`config.mk`:
```
export PLATFORM = sky130hd
export DESIGN_NAME = dot_engine_top
export DESIGN_NICKNAME = d
export VERILOG_FILES = /design/src/hdl/mac_pkg.sv /design/src/hdl/host_pkg.sv /design/src/hdl/psum_if.sv /design/src/hdl/window_ctrl.sv /design/src/hdl/weight_bank.sv /design/src/hdl/mult_sum.sv /design/src/hdl/psum_accum.sv /design/src/hdl/requant_relu.sv /design/src/hdl/dot_engine_top.sv
export VERILOG_INCLUDE_DIRS = /design/src /design/src/hdl
export SDC_FILE = /design/constraint.sdc
export NUM_CORES = 2
export LEC_CHECK = 0
export BUFFER_PORTS_ARGS = -buffer_cell sky130_fd_sc_hd__clkbuf_2
export CAP_MARGIN = 30
export CORE_AREA = 2 2 326 393
export DETAILED_ROUTE_END_ITERATION = 8
export DIE_AREA = 0 0 328 395
export SETUP_SLACK_MARGIN = 0.3
export SYNTH_ARGS = -nofsm -noshare
export SYNTH_HDL_FRONTEND = slang
export SYNTH_SLANG_ARGS = --single-unit
```
`constraint.sdc`:
```
create_clock -name clk -period 9.71 [get_ports clk]
set_clock_uncertainty 0.2 [all_clocks]
set_input_delay 0.4855 -clock clk [delete_from_list [all_inputs] [get_ports clk]]
set_output_delay 0.4855 -clock clk [all_outputs]
set_load 0.005 [all_outputs]
```
`src/hdl/dot_defs.svh`:
```
`ifndef DOT_DEFS_SVH
`define DOT_DEFS_SVH

// Lanes per 64-bit word and width of one lane
`define DOT_LANES 8
`define DOT_LANE_W 8

// Beat sum of eight int8 products, with headroom
`define DOT_SUM_W 25

// Window accumulator
`define DOT_ACC_W 32

// Weight words held, and so the longest window in beats
`define DOT_DEPTH 8

`endif

```
`src/hdl/mac_pkg.sv`:
```
`include "dot_defs.svh"

package mac_pkg;

    ////////////////////////////////////////////////////////////////////////////
    // Datapath arithmetic types
    ////////////////////////////////////////////////////////////////////////////

    // One signed int8 activation or weight
    typedef logic signed [`DOT_LANE_W-1:0] lane_t;

    // Full data or weight word, lane 0 in the low byte
    typedef lane_t [`DOT_LANES-1:0] lane_vec_t;

    // Full-precision product of two lanes
    typedef logic signed [2*`DOT_LANE_W-1:0] prod_t;

    // Sum of all lane products of one beat
    typedef logic signed [`DOT_SUM_W-1:0] sum_t;

    // Running window total
    typedef logic signed [`DOT_ACC_W-1:0] acc_t;

endpackage

```
`src/hdl/host_pkg.sv`:
```
package host_pkg;

    import mac_pkg::*;

    ////////////////////////////////////////////////////////////////////////////
    // Host-side word layouts
    ////////////////////////////////////////////////////////////////////////////

    // Window configuration, written at address 0
    typedef struct packed {
        logic [54:0] reserved;
        logic        relu_en;
        logic [4:0]  shift;
        logic [2:0]  beats_m1;
    } win_cfg_t;

    // Host write data, read as weights or as configuration
    // depending on the address it goes to
    typedef union packed {
        lane_vec_t lanes;
        win_cfg_t  cfg;
    } host_word_u;

endpackage

```
`src/hdl/psum_if.sv`:
```
`timescale 1ns/1ps

`include "dot_defs.svh"

// Beat sums from the multiplier stage to the accumulator
interface psum_if #(
    parameter int W = `DOT_SUM_W
);

    logic                valid;
    logic signed [W-1:0] sum;
    // Window boundary markers, qualified by valid
    logic                first;
    logic                last;

    modport src (
        output valid,
        output sum,
        output first,
        output last
    );

    modport dst (
        input valid,
        input sum,
        input first,
        input last
    );

endinterface

```
`src/hdl/window_ctrl.sv`:
```
`timescale 1ns/1ps

`include "dot_defs.svh"

module window_ctrl
    import mac_pkg::*;
    import host_pkg::*;
(
    input  logic                           clk,
    input  logic                           rst_n,
    input  logic                           host_wr,
    input  logic [3:0]                     host_addr,
    input  host_word_u                     host_wdata,
    input  logic                           data_valid,
    output logic                           wb_we,
    output logic [$clog2(`DOT_DEPTH)-1:0]  wb_waddr,
    output lane_vec_t                      wb_wdata,
    output logic [$clog2(`DOT_DEPTH)-1:0]  beat_idx,
    output logic                           en,
    output logic                           first,
    output logic                           last,
    output logic [4:0]                     shift,
    output logic                           relu_en
);

    win_cfg_t                          cfg;
    logic [$clog2(`DOT_DEPTH)-1:0]     beat_cnt;
    logic                              cfg_we;

    ////////////////////////////////////////////////////////////////////////////
    // Host write decode
    ////////////////////////////////////////////////////////////////////////////

    assign cfg_we = host_wr && (host_addr == 4'd0);

    // Addresses 1..DOT_DEPTH hit the weight bank
    assign wb_we    = host_wr && (host_addr != 4'd0) && (host_addr <= 4'(`DOT_DEPTH));
    // Low bits minus one, address 8 wraps to word 7
    assign wb_waddr = host_addr[$clog2(`DOT_DEPTH)-1:0] - 1'b1;
    assign wb_wdata = host_wdata.lanes;

    ////////////////////////////////////////////////////////////////////////////
    // Configuration and beat counter
    ////////////////////////////////////////////////////////////////////////////

    always_ff @(posedge clk or negedge rst_n)
    begin
        if (!rst_n)
        begin
            // Default is a single-beat window, no shift, no ReLU
            cfg      <= '0;
            beat_cnt <= '0;
        end
        else if (cfg_we)
        begin
            // New config restarts the window
            cfg      <= host_wdata.cfg;
            beat_cnt <= '0;
        end
        else if (data_valid)
        begin
            if (last)
            begin
                beat_cnt <= '0;
            end
            else
            begin
                beat_cnt <= beat_cnt + 1'b1;
            end
        end
    end

    // Window markers from the count
    assign first = (beat_cnt == '0);
    assign last  = (beat_cnt == cfg.beats_m1);

    assign beat_idx = beat_cnt;
    assign en       = data_valid;

    // Requantizer settings
    assign shift   = cfg.shift;
    assign relu_en = cfg.relu_en;

endmodule

```
`src/hdl/weight_bank.sv`:
```
`timescale 1ns/1ps

`include "dot_defs.svh"

module weight_bank
    import mac_pkg::*;
(
    input  logic                           clk,
    input  logic                           rst_n,
    input  logic                           we,
    input  logic [$clog2(`DOT_DEPTH)-1:0]  waddr,
    input  lane_vec_t                      wdata,
    input  logic [$clog2(`DOT_DEPTH)-1:0]  raddr,
    output lane_vec_t                      weight
);

    // One weight word per beat position
    lane_vec_t bank [`DOT_DEPTH];

    always_ff @(posedge clk or negedge rst_n)
    begin
        if (!rst_n)
        begin
            for (int i = 0; i < `DOT_DEPTH; i++)
            begin
                bank[i] <= '0;
            end
        end
        else if (we)
        begin
            bank[waddr] <= wdata;
        end
    end

    // Asynchronous read so the word lines up with the current beat
    assign weight = bank[raddr];

endmodule

```
`src/hdl/mult_sum.sv`:
```
`timescale 1ns/1ps

`include "dot_defs.svh"

module mult_sum
    import mac_pkg::*;
#(
    parameter int gen_width = `DOT_SUM_W
)(
    input  logic       clk,
    input  logic       rst_n,
    input  logic       en,
    input  logic       first,
    input  logic       last,
    input  lane_vec_t  weight,
    input  lane_vec_t  data,
    psum_if.src        ps
);

    prod_t                       prod [`DOT_LANES];
    logic                        valid_q;
    logic                        first_q;
    logic                        last_q;

    // Adder tree levels
    logic signed [gen_width-1:0] lvl1 [4];
    logic signed [gen_width-1:0] lvl2 [2];
    logic signed [gen_width-1:0] total;

    ////////////////////////////////////////////////////////////////////////////
    // Lane multipliers
    ////////////////////////////////////////////////////////////////////////////

    always_ff @(posedge clk or negedge rst_n)
    begin
        if (!rst_n)
        begin
            for (int i = 0; i < `DOT_LANES; i++)
            begin
                prod[i] <= '0;
            end
            valid_q <= 1'b0;
            first_q <= 1'b0;
            last_q  <= 1'b0;
        end
        else
        begin
            for (int i = 0; i < `DOT_LANES; i++)
            begin
                // Idle cycles leave zero products behind
                if (en)
                begin
                    prod[i] <= $signed(weight[i]) * $signed(data[i]);
                end
                else
                begin
                    prod[i] <= '0;
                end
            end
            valid_q <= en;
            first_q <= first;
            last_q  <= last;
        end
    end

    ////////////////////////////////////////////////////////////////////////////
    // Balanced adder tree
    ////////////////////////////////////////////////////////////////////////////

    always_comb
    begin
        for (int i = 0; i < 4; i++)
        begin
            lvl1[i] = gen_width'(prod[2*i]) + gen_width'(prod[2*i+1]);
        end
        for (int i = 0; i < 2; i++)
        begin
            lvl2[i] = lvl1[2*i] + lvl1[2*i+1];
        end
        total = lvl2[0] + lvl2[1];
    end

    assign ps.valid = valid_q;
    assign ps.sum   = total;
    assign ps.first = first_q;
    assign ps.last  = last_q;

endmodule

```
`src/hdl/psum_accum.sv`:
```
`timescale 1ns/1ps

`include "dot_defs.svh"

module psum_accum
    import mac_pkg::*;
(
    input  logic  clk,
    input  logic  rst_n,
    psum_if.dst   ps,
    output logic  acc_valid,
    output acc_t  acc_total
);

    sum_t beat_sum;
    acc_t running;
    acc_t next_sum;

    assign beat_sum = ps.sum;

    // First beat starts a fresh total
    always_comb
    begin
        if (ps.first)
        begin
            next_sum = acc_t'(beat_sum);
        end
        else
        begin
            next_sum = running + acc_t'(beat_sum);
        end
    end

    ////////////////////////////////////////////////////////////////////////////
    // Running sum and window total
    ////////////////////////////////////////////////////////////////////////////

    always_ff @(posedge clk)
    begin
        if (ps.valid)
        begin
            running <= next_sum;
            if (ps.last)
            begin
                acc_total <= next_sum;
            end
        end
    end

    // One-cycle strobe per completed window
    always_ff @(posedge clk or negedge rst_n)
    begin
        if (!rst_n)
        begin
            acc_valid <= 1'b0;
        end
        else
        begin
            acc_valid <= ps.valid && ps.last;
        end
    end

endmodule

```
`src/hdl/requant_relu.sv`:
```
`timescale 1ns/1ps

`include "dot_defs.svh"

module requant_relu
    import mac_pkg::*;
(
    input  logic        clk,
    input  logic        rst_n,
    input  logic        acc_valid,
    input  acc_t        acc_total,
    input  logic [4:0]  shift,
    input  logic        relu_en,
    output logic        out_valid,
    output lane_t       out_data
);

    localparam acc_t SAT_MAX = 127;
    localparam acc_t SAT_MIN = -128;

    acc_t  shifted;
    acc_t  rect;
    lane_t sat;

    always_comb
    begin
        // Arithmetic shift, truncates toward minus infinity
        shifted = acc_total >>> shift;

        if (relu_en && shifted[`DOT_ACC_W-1])
        begin
            rect = '0;
        end
        else
        begin
            rect = shifted;
        end

        // Clamp to int8
        if (rect > SAT_MAX)
        begin
            sat = 8'sd127;
        end
        else if (rect < SAT_MIN)
        begin
            sat = -8'sd128;
        end
        else
        begin
            sat = rect[`DOT_LANE_W-1:0];
        end
    end

    always_ff @(posedge clk)
    begin
        if (acc_valid)
        begin
            out_data <= sat;
        end
    end

    always_ff @(posedge clk or negedge rst_n)
    begin
        if (!rst_n)
        begin
            out_valid <= 1'b0;
        end
        else
        begin
            out_valid <= acc_valid;
        end
    end

endmodule

```
`src/hdl/dot_engine_top.sv`:
```
`timescale 1ns/1ps

`include "dot_defs.svh"

module dot_engine_top
    import mac_pkg::*;
    import host_pkg::*;
(
    input  logic        clk,
    input  logic        rst_n,
    input  logic        host_wr,
    input  logic [3:0]  host_addr,
    input  host_word_u  host_wdata,
    input  logic        data_valid,
    input  lane_vec_t   data,
    output logic        out_valid,
    output lane_t       out_data
);

    ////////////////////////////////////////////////////////////////////////////
    // Internal wiring
    ////////////////////////////////////////////////////////////////////////////

    logic                           wb_we;
    logic [$clog2(`DOT_DEPTH)-1:0]  wb_waddr;
    lane_vec_t                      wb_wdata;
    logic [$clog2(`DOT_DEPTH)-1:0]  beat_idx;
    lane_vec_t                      weight;
    logic                           en;
    logic                           first;
    logic                           last;
    logic [4:0]                     shift;
    logic                           relu_en;
    logic                           acc_valid;
    acc_t                           acc_total;

    psum_if #(.W(`DOT_SUM_W)) psum ();

    window_ctrl i_window_ctrl (
        .clk        (clk),
        .rst_n      (rst_n),
        .host_wr    (host_wr),
        .host_addr  (host_addr),
        .host_wdata (host_wdata),
        .data_valid (data_valid),
        .wb_we      (wb_we),
        .wb_waddr   (wb_waddr),
        .wb_wdata   (wb_wdata),
        .beat_idx   (beat_idx),
        .en         (en),
        .first      (first),
        .last       (last),
        .shift      (shift),
        .relu_en    (relu_en)
    );

    weight_bank i_weight_bank (
        .clk    (clk),
        .rst_n  (rst_n),
        .we     (wb_we),
        .waddr  (wb_waddr),
        .wdata  (wb_wdata),
        .raddr  (beat_idx),
        .weight (weight)
    );

    // Three register stages from beat to output strobe
    mult_sum #(.gen_width(`DOT_SUM_W)) i_mult_sum (
        .clk    (clk),
        .rst_n  (rst_n),
        .en     (en),
        .first  (first),
        .last   (last),
        .weight (weight),
        .data   (data),
        .ps     (psum.src)
    );

    psum_accum i_psum_accum (
        .clk       (clk),
        .rst_n     (rst_n),
        .ps        (psum.dst),
        .acc_valid (acc_valid),
        .acc_total (acc_total)
    );

    requant_relu i_requant_relu (
        .clk       (clk),
        .rst_n     (rst_n),
        .acc_valid (acc_valid),
        .acc_total (acc_total),
        .shift     (shift),
        .relu_en   (relu_en),
        .out_valid (out_valid),
        .out_data  (out_data)
    );

endmodule

```
# Word-level counts from Yosys, hierarchy flattened
# Cells that the tools add are included.
[classes]
n_reduce_logical = 11
n_div = 0
add_sub_neg = 10
shifts = 1
n_lt_le_gt_ge = 6
n_mux = 20
n_mul = 8
n_bitwise = 2
eq_ne = 1
[ops]
columns = ["op", "n"]
rows = [
  ["bitwise mux 512 bit", 1],
  ["binary-select mux 64 bit (select 3 bit)", 1],
  ["demux 64 bit (select 3 bit)", 1],
  ["two-way mux 64 bit", 3],
  ["multiplier 8 x 8 -> 16 bit", 8],
  ["two-way mux 16 bit", 8],
  ["adder 25 bit", 3],
  ["adder 16 x 16 -> 17 bit", 4],
  ["two-way mux 32 bit", 2],
  ["adder 32 x 25 -> 32 bit", 1],
  ["> comparator 32 x 8 -> 1 bit (second input constant)", 1],
  ["< comparator 32 x 8 -> 1 bit (second input constant)", 1],
  [">>> shifter 32 x 5 -> 32 bit", 1],
  ["two-way mux 3 bit", 3],
  [">= comparator 4 bit (second input constant)", 2],
  ["two-way mux 8 bit", 1],
  ["NOT 3 -> 4 bit", 2],
  ["logical AND 1 bit", 6],
  ["less-or-equal comparator 4 bit (second input constant)", 1],
  ["zero test 4 bit", 1],
  ["< comparator 4 x 1 -> 1 bit (second input constant)", 1],
  ["nonzero test 4 bit", 1],
  ["adder 3 x 1 -> 3 bit (second input constant)", 1],
  ["equality test 3 bit", 1],
  ["4 further kinds", 4],
]
[word_totals]
mem_count = 0
out_inout_bits = 9
mem_bits_ro = 0
ff_bits = 729
elab_cells = 143
ram_bits = 0
latchBits = 0

# Logic depth before layout (Yosys ltp)
[depth]
depth_word = 7
depth_mapped = 36
depth_no_buf = 36

# Cells and area by module
# From an unflattened synthesis, not the netlist that was laid out.
[hier_totals]
hier_cells = 4987
hier_area_um2 = 57951.8
[by_module_without_submodules]
columns = ["mod", "cells_each", "n_inst", "area_per_inst_um2"]
rows = [
  ["mult_sum", 2926, 1, 27382.5],
  ["weight_bank", 1314, 1, 22779.3],
  ["psum_accum", 361, 1, 3967.6],
  ["requant_relu", 262, 1, 2617.5],
  ["window_ctrl", 124, 1, 1204.9],
]

# Worst setup path before layout
# OpenSTA, ideal clock, no wires.
[synth_timing]
kind = "register to register"
start = "reg i_mult_sum.prod[64] (netlist bit)"
end = "reg i_psum_accum.acc_total[31] (data pin)"
arrival_ps = 6733
setup_slack_ps = 2514
path_buffers = 0
path_stages_with_launch = 29
path_cell_list = "dfrtp_1 ha_1 inv_1 fa_1 nor2b_1 o21ai_0 a21boi_0 o21ai_0 nand2b_1 a21o_1 a31o_2 o41ai_1 o21ai_0 a2bb2oi_1 fa_1 fa_1 inv_1 ha_1 or4b_2 o21ai_0 ha_1 nand2_1 o21ai_0 inv_1 o211a_1 o31ai_2 nor4_1 a211o_1 xnor2_1"
[synth_via]
elab_chain_len = 5
[synth_lines]
columns = ["element", "line_no", "rtl"]
rows = [
  ["from (decl)", "mult_sum.sv:20", "prod_t prod [`DOT_LANES];"],
  ["from (signal, indexed assignment)", "mult_sum.sv:53", "prod[i] <= $signed(weight[i]) * $signed(data[i]);"],
  ["adder 16 x 16 -> 17 bit (*)", "mult_sum.sv:74", "lvl1[i] = gen_width'(prod[2*i]) + gen_width'(prod[2*i+1]);"],
  ["adder 25 bit (*)", "mult_sum.sv:78", "lvl2[i] = lvl1[2*i] + lvl1[2*i+1];"],
  ["adder 25 bit (*)", "mult_sum.sv:80", "total = lvl2[0] + lvl2[1];"],
  ["adder 32 x 25 -> 32 bit", "psum_accum.sv:30", "next_sum = running + acc_t'(beat_sum);"],
  ["two-way mux 32 bit (*)", "psum_accum.sv:24", "if (ps.first)"],
  ["net i_psum_accum.next_sum[31]", "psum_accum.sv:17", "acc_t next_sum;"],
  ["to (signal assigned)", "psum_accum.sv:45", "acc_total <= next_sum;"],
  ["to (decl)", "psum_accum.sv:12", "output acc_t acc_total"],
]
# The timed path passes the listed nets; every way through them passes the cells marked *.
# A chain may end at the register's enable or synchronous reset.

# Worst setup path after layout
[layout_timing]
start = "reg i_mult_sum.prod[32] (netlist bit)"
end = "reg i_psum_accum.running[31] (data pin)"
[layout_via]
elab_chain_len = 5
[layout_lines]
columns = ["element", "line_no", "rtl"]
rows = [
  ["adder 16 x 16 -> 17 bit (*)", "mult_sum.sv:74", ""],
  ["adder 25 bit (*)", "mult_sum.sv:78", ""],
  ["adder 25 bit (*)", "mult_sum.sv:80", ""],
  ["adder 32 x 25 -> 32 bit", "psum_accum.sv:30", ""],
  ["two-way mux 32 bit (*)", "psum_accum.sv:24", ""],
  ["net i_psum_accum.next_sum[31]", "psum_accum.sv:17", ""],
  ["to (signal assigned)", "psum_accum.sv:42", "running <= next_sum;"],
  ["to (decl)", "psum_accum.sv:16", "acc_t running;"],
]
# Marked as above.

==> reports/results.ini <==
[outcome]
status=complete, no violations

[placement]
place_congestion=0.879
place_hpwl_um=96400
dp_slack_ns=1.54
post_dp_cell_area_um2=59300
numPortBuffers=144

[grt]
antenna_found_initial=19
grt_pass1_vias=38600
grt_start_max_net_pins=161
grt_pass1_wl_um=210000
overflow=0
grt_usage_pct=20.5

[synth]
synth_top_area_share_pct=29.2
syn_inst=4864
yosysUniqueCellTypes=76
synth_area_leader_cell=dfrtp_1
synth_seq_cells=729
synth_edf_count=72
syn_area_um2=56300
synth-seq-area-share_pct=33.0
syn_nets=5833
synthArstFlopShare_pct=90.1
ys_top_cells_by_area=dfrtp_1, fa_1, mux2_2, ha_1, mux4_2
syn_avg_cell_area_um2=11.6
yosys_warnings=0
synthFlopType=dfrtp_1

[detailed_routing]
post-route-drc-count=0
viasPerCell=5.26
via_count=35900
wirelength_um=128000
drt_iter0_markers=1708
wire_per_inst_um=18.8
drtPass1Iterations=5
drt.antenna.violating_nets=0

[worst_setup_path]
ff2ff_setup_slack_ns=1.53
reg2reg_depth=32
crit_required_ns=9.91
slowest_delay_ns=0.77
setup.worst_path.start_class=flop
worstReg2RegStart=i_mult_sum.prod[32]$_DFF_PN0_
cp-end-kind=flop
r2r_end=i_psum_accum.running[31]$_DFFE_PP_
criticalPathCategory=flop to flop
crit_start=i_mult_sum.prod[32]$_DFF_PN0_
slowest_stage=o41ai_1
crit_end=i_psum_accum.running[31]$_DFFE_PP_
cp_data_arrival_time_ns=8.38
cp_max_fo=7

[timing]
fin_crit_ns=8.18
fin_tns_setup_ns=0
worst_slack_ns=1.53
fmax_mhz=122
final.period_utilization_pct=84.3
rsz0062_at_grt=no
setup_viol=0
final_max_slew_viol_count=0
hold_violations=0
timing.slew.headroom_pct=28.9
worst_pin_slew_ns=1.04

[cts]
clock_sinks=729
clock_tree.root_cell=clkbuf_16
path_clk_slew_ns=0.06
clk_latency_ns=0.69
cts_tree=yes
h-tree-depth=3
cts_buffers=81
clk_path_buf_depth=3
ctsResizeCount=0

[floorplan]
die_x_um=328
rows=143
start_util_pct=44.8
die_area_um2=130000
boundaryPins=145
coreArea_um2=126000
die_y_um=395

[cells_and_area]
fin_nets=6064
final.fill_count=11200
drive_gt1_share_pct=21.0
syn2layout_area_growth_pct=11.4
fin_area_um2=62700

[flow_run]
cap_viol_max_count=0

[worst_hold_path]
hp-class=input pin to flop

[cell families after synthesis]
group,after synthesis,synth area share [%]
multiplexers,786,18.5
adder cells (fa/ha/maj),833,24.9
AO/OA/AOI/OAI,444,5.09
flip-flops,729,33.0
AND/OR/NAND/NOR,1048,9.67
XOR/XNOR,219,3.41
buffers and inverters,805,5.44
[routing by layer]
| metal | up-vias | GRT usage [%] | routed length (um) |
|---|---|---|---|
| li1 | 16700 | - | - |
| met1 | 18500 | 26.8 | 56600 |
| met2 | 485 | 35.7 | 64700 |
| met3 | 174 | 2.73 | 4060 |
| met4 | 12 | 5.60 | 3100 |
| met5 | - | 0 | 72 |
[worst min path at each step]
stage                                    endpoint  cells past startpoint  slack, ns                                from
2_1_floorplan        i_mult_sum.prod[0]$_DFF_PN0_                      0      -0.01                               rst_n
3_3_place_gp   i_weight_bank.bank[17]$_DFFE_PN0P_                      1       0.28  i_weight_bank.bank[17]$_DFFE_PN0P_
3_5_place_dp   i_weight_bank.bank[86]$_DFFE_PN0P_                      1       0.29  i_weight_bank.bank[86]$_DFFE_PN0P_
4_1_cts            i_mult_sum.prod[117]$_DFF_PN0_                      2      0.006                          data_valid
5_1_grt            i_mult_sum.prod[121]$_DFF_PN0_                      2       0.05                          data_valid
6_report           i_mult_sum.prod[117]$_DFF_PN0_                      2       0.06                          data_valid
[state kept, by name, indices dropped and copies added (netlist names)]
name / flops
i_weight_bank.bank: 512
i_psum_accum.acc_total: 32
i_window_ctrl.shift: 5
i_psum_accum.running: 32
i_mult_sum.ps.first: 1
i_mult_sum.ps.valid: 1
i_mult_sum.ps.last: 1
i_requant_relu.out_data: 8
i_window_ctrl.relu_en: 1
i_psum_accum.acc_valid: 1
i_window_ctrl.cfg: 3
i_requant_relu.out_valid: 1
i_window_ctrl.beat_idx: 3
i_mult_sum.prod: 128
[final cells by class]
cell class / instances / area, um^2 / area share (%)
well taps: 1667 / 2090 / 3.32
diodes: 7 / 17.5 / 0.0279
clock buffers: 114 / 2330 / 3.72
inverters: 671 / 2520 / 4.01
clock inverters: 32 / 384 / 0.612
multi-input cells: 3330 / 34700 / 55.3
repair buffers: 282 / 2060 / 3.29
flip-flops and latches: 729 / 18600 / 29.7
[critical path: cells and delay by family (launching register included)]
family,cells,cell delay (ns)
buf+inv,3,0.14
fa+ha+maj,6,2.25
xor+xnor,3,0.45
compound gates,11,3.17
flops,1,0.34
simple gates,9,1.38
[synthesized netlist by cell type (all sizes together), types with 4 or more instances]
cell type	number
inv	671
dfrtp	657
mux2	560
fa	480
ha	353
nand2	292
nor2b	220
xnor2	187
and2	177
mux4	144
nor2	128
a21oi	125
o21ai	102
clkbuf	97
nand2b	92
mux2i	82
edfxtp	72
o21bai	48
nor3	42
a21o	41
buf	37
xor2	32
nand3	29
or2	22
o21a	20
or3	16
a211oi	12
o41ai	12
a21boi	11
a31oi	11
nand4	8
nor4	8
o211ai	8
a211o	7
o2111ai	6
o31ai	5
a2111oi	4
and3	4
nor3b	4
[placed cells by master (no fill, tap or decap), types with 11 or more instances in the layout]
master and count:
edfxtp_1 72, mux2i_1 82, nor2_1 127, xor2_1 32, nor3_1 41, a21o_1 41
dlygate4sd3_1 71, o21bai_1 48, nand2b_1 91, fa_1 480, dfrtp_1 653, xnor2_1 187
nor2b_1 220, clkbuf_2 142, o41ai_1 11, a31oi_1 11, o21a_1 20, ha_1 353
a21boi_0 11, a211oi_1 12, clkbuf_8 18, nand2_1 291, buf_4 60, o21ai_0 101
mux4_2 137, mux2_2 559, nand3_1 27, clkbuf_1 15, or2_2 22, clkinv_2 11
clkbuf_16 81, and2_1 177, a21oi_1 123, inv_1 670, or3_1 16
[repair_timing]
| action | 4_1_cts | 5_1_grt |
|---|---|---|
| endpoints found under the hold margin | 585 | 0 |
| hold buffers | 71 | 0 |
| buffers inserted | 0 | 0 |
[metrics by stage]
step	utilization (%)	hold WS (ns)	instances
after floorplan	-	-0.0101	4864
after global placement	47.0	0.281	6596
after detailed placement	47.1	0.287	6607
after CTS	49.8	0.00618	6824
after global routing	49.9	0.0451	6831
final	49.9	0.0598	6832
Power is left out: the tool's default activity adds up to more than one toggle a clock period on the data nets, which glitch-free logic cannot reach.
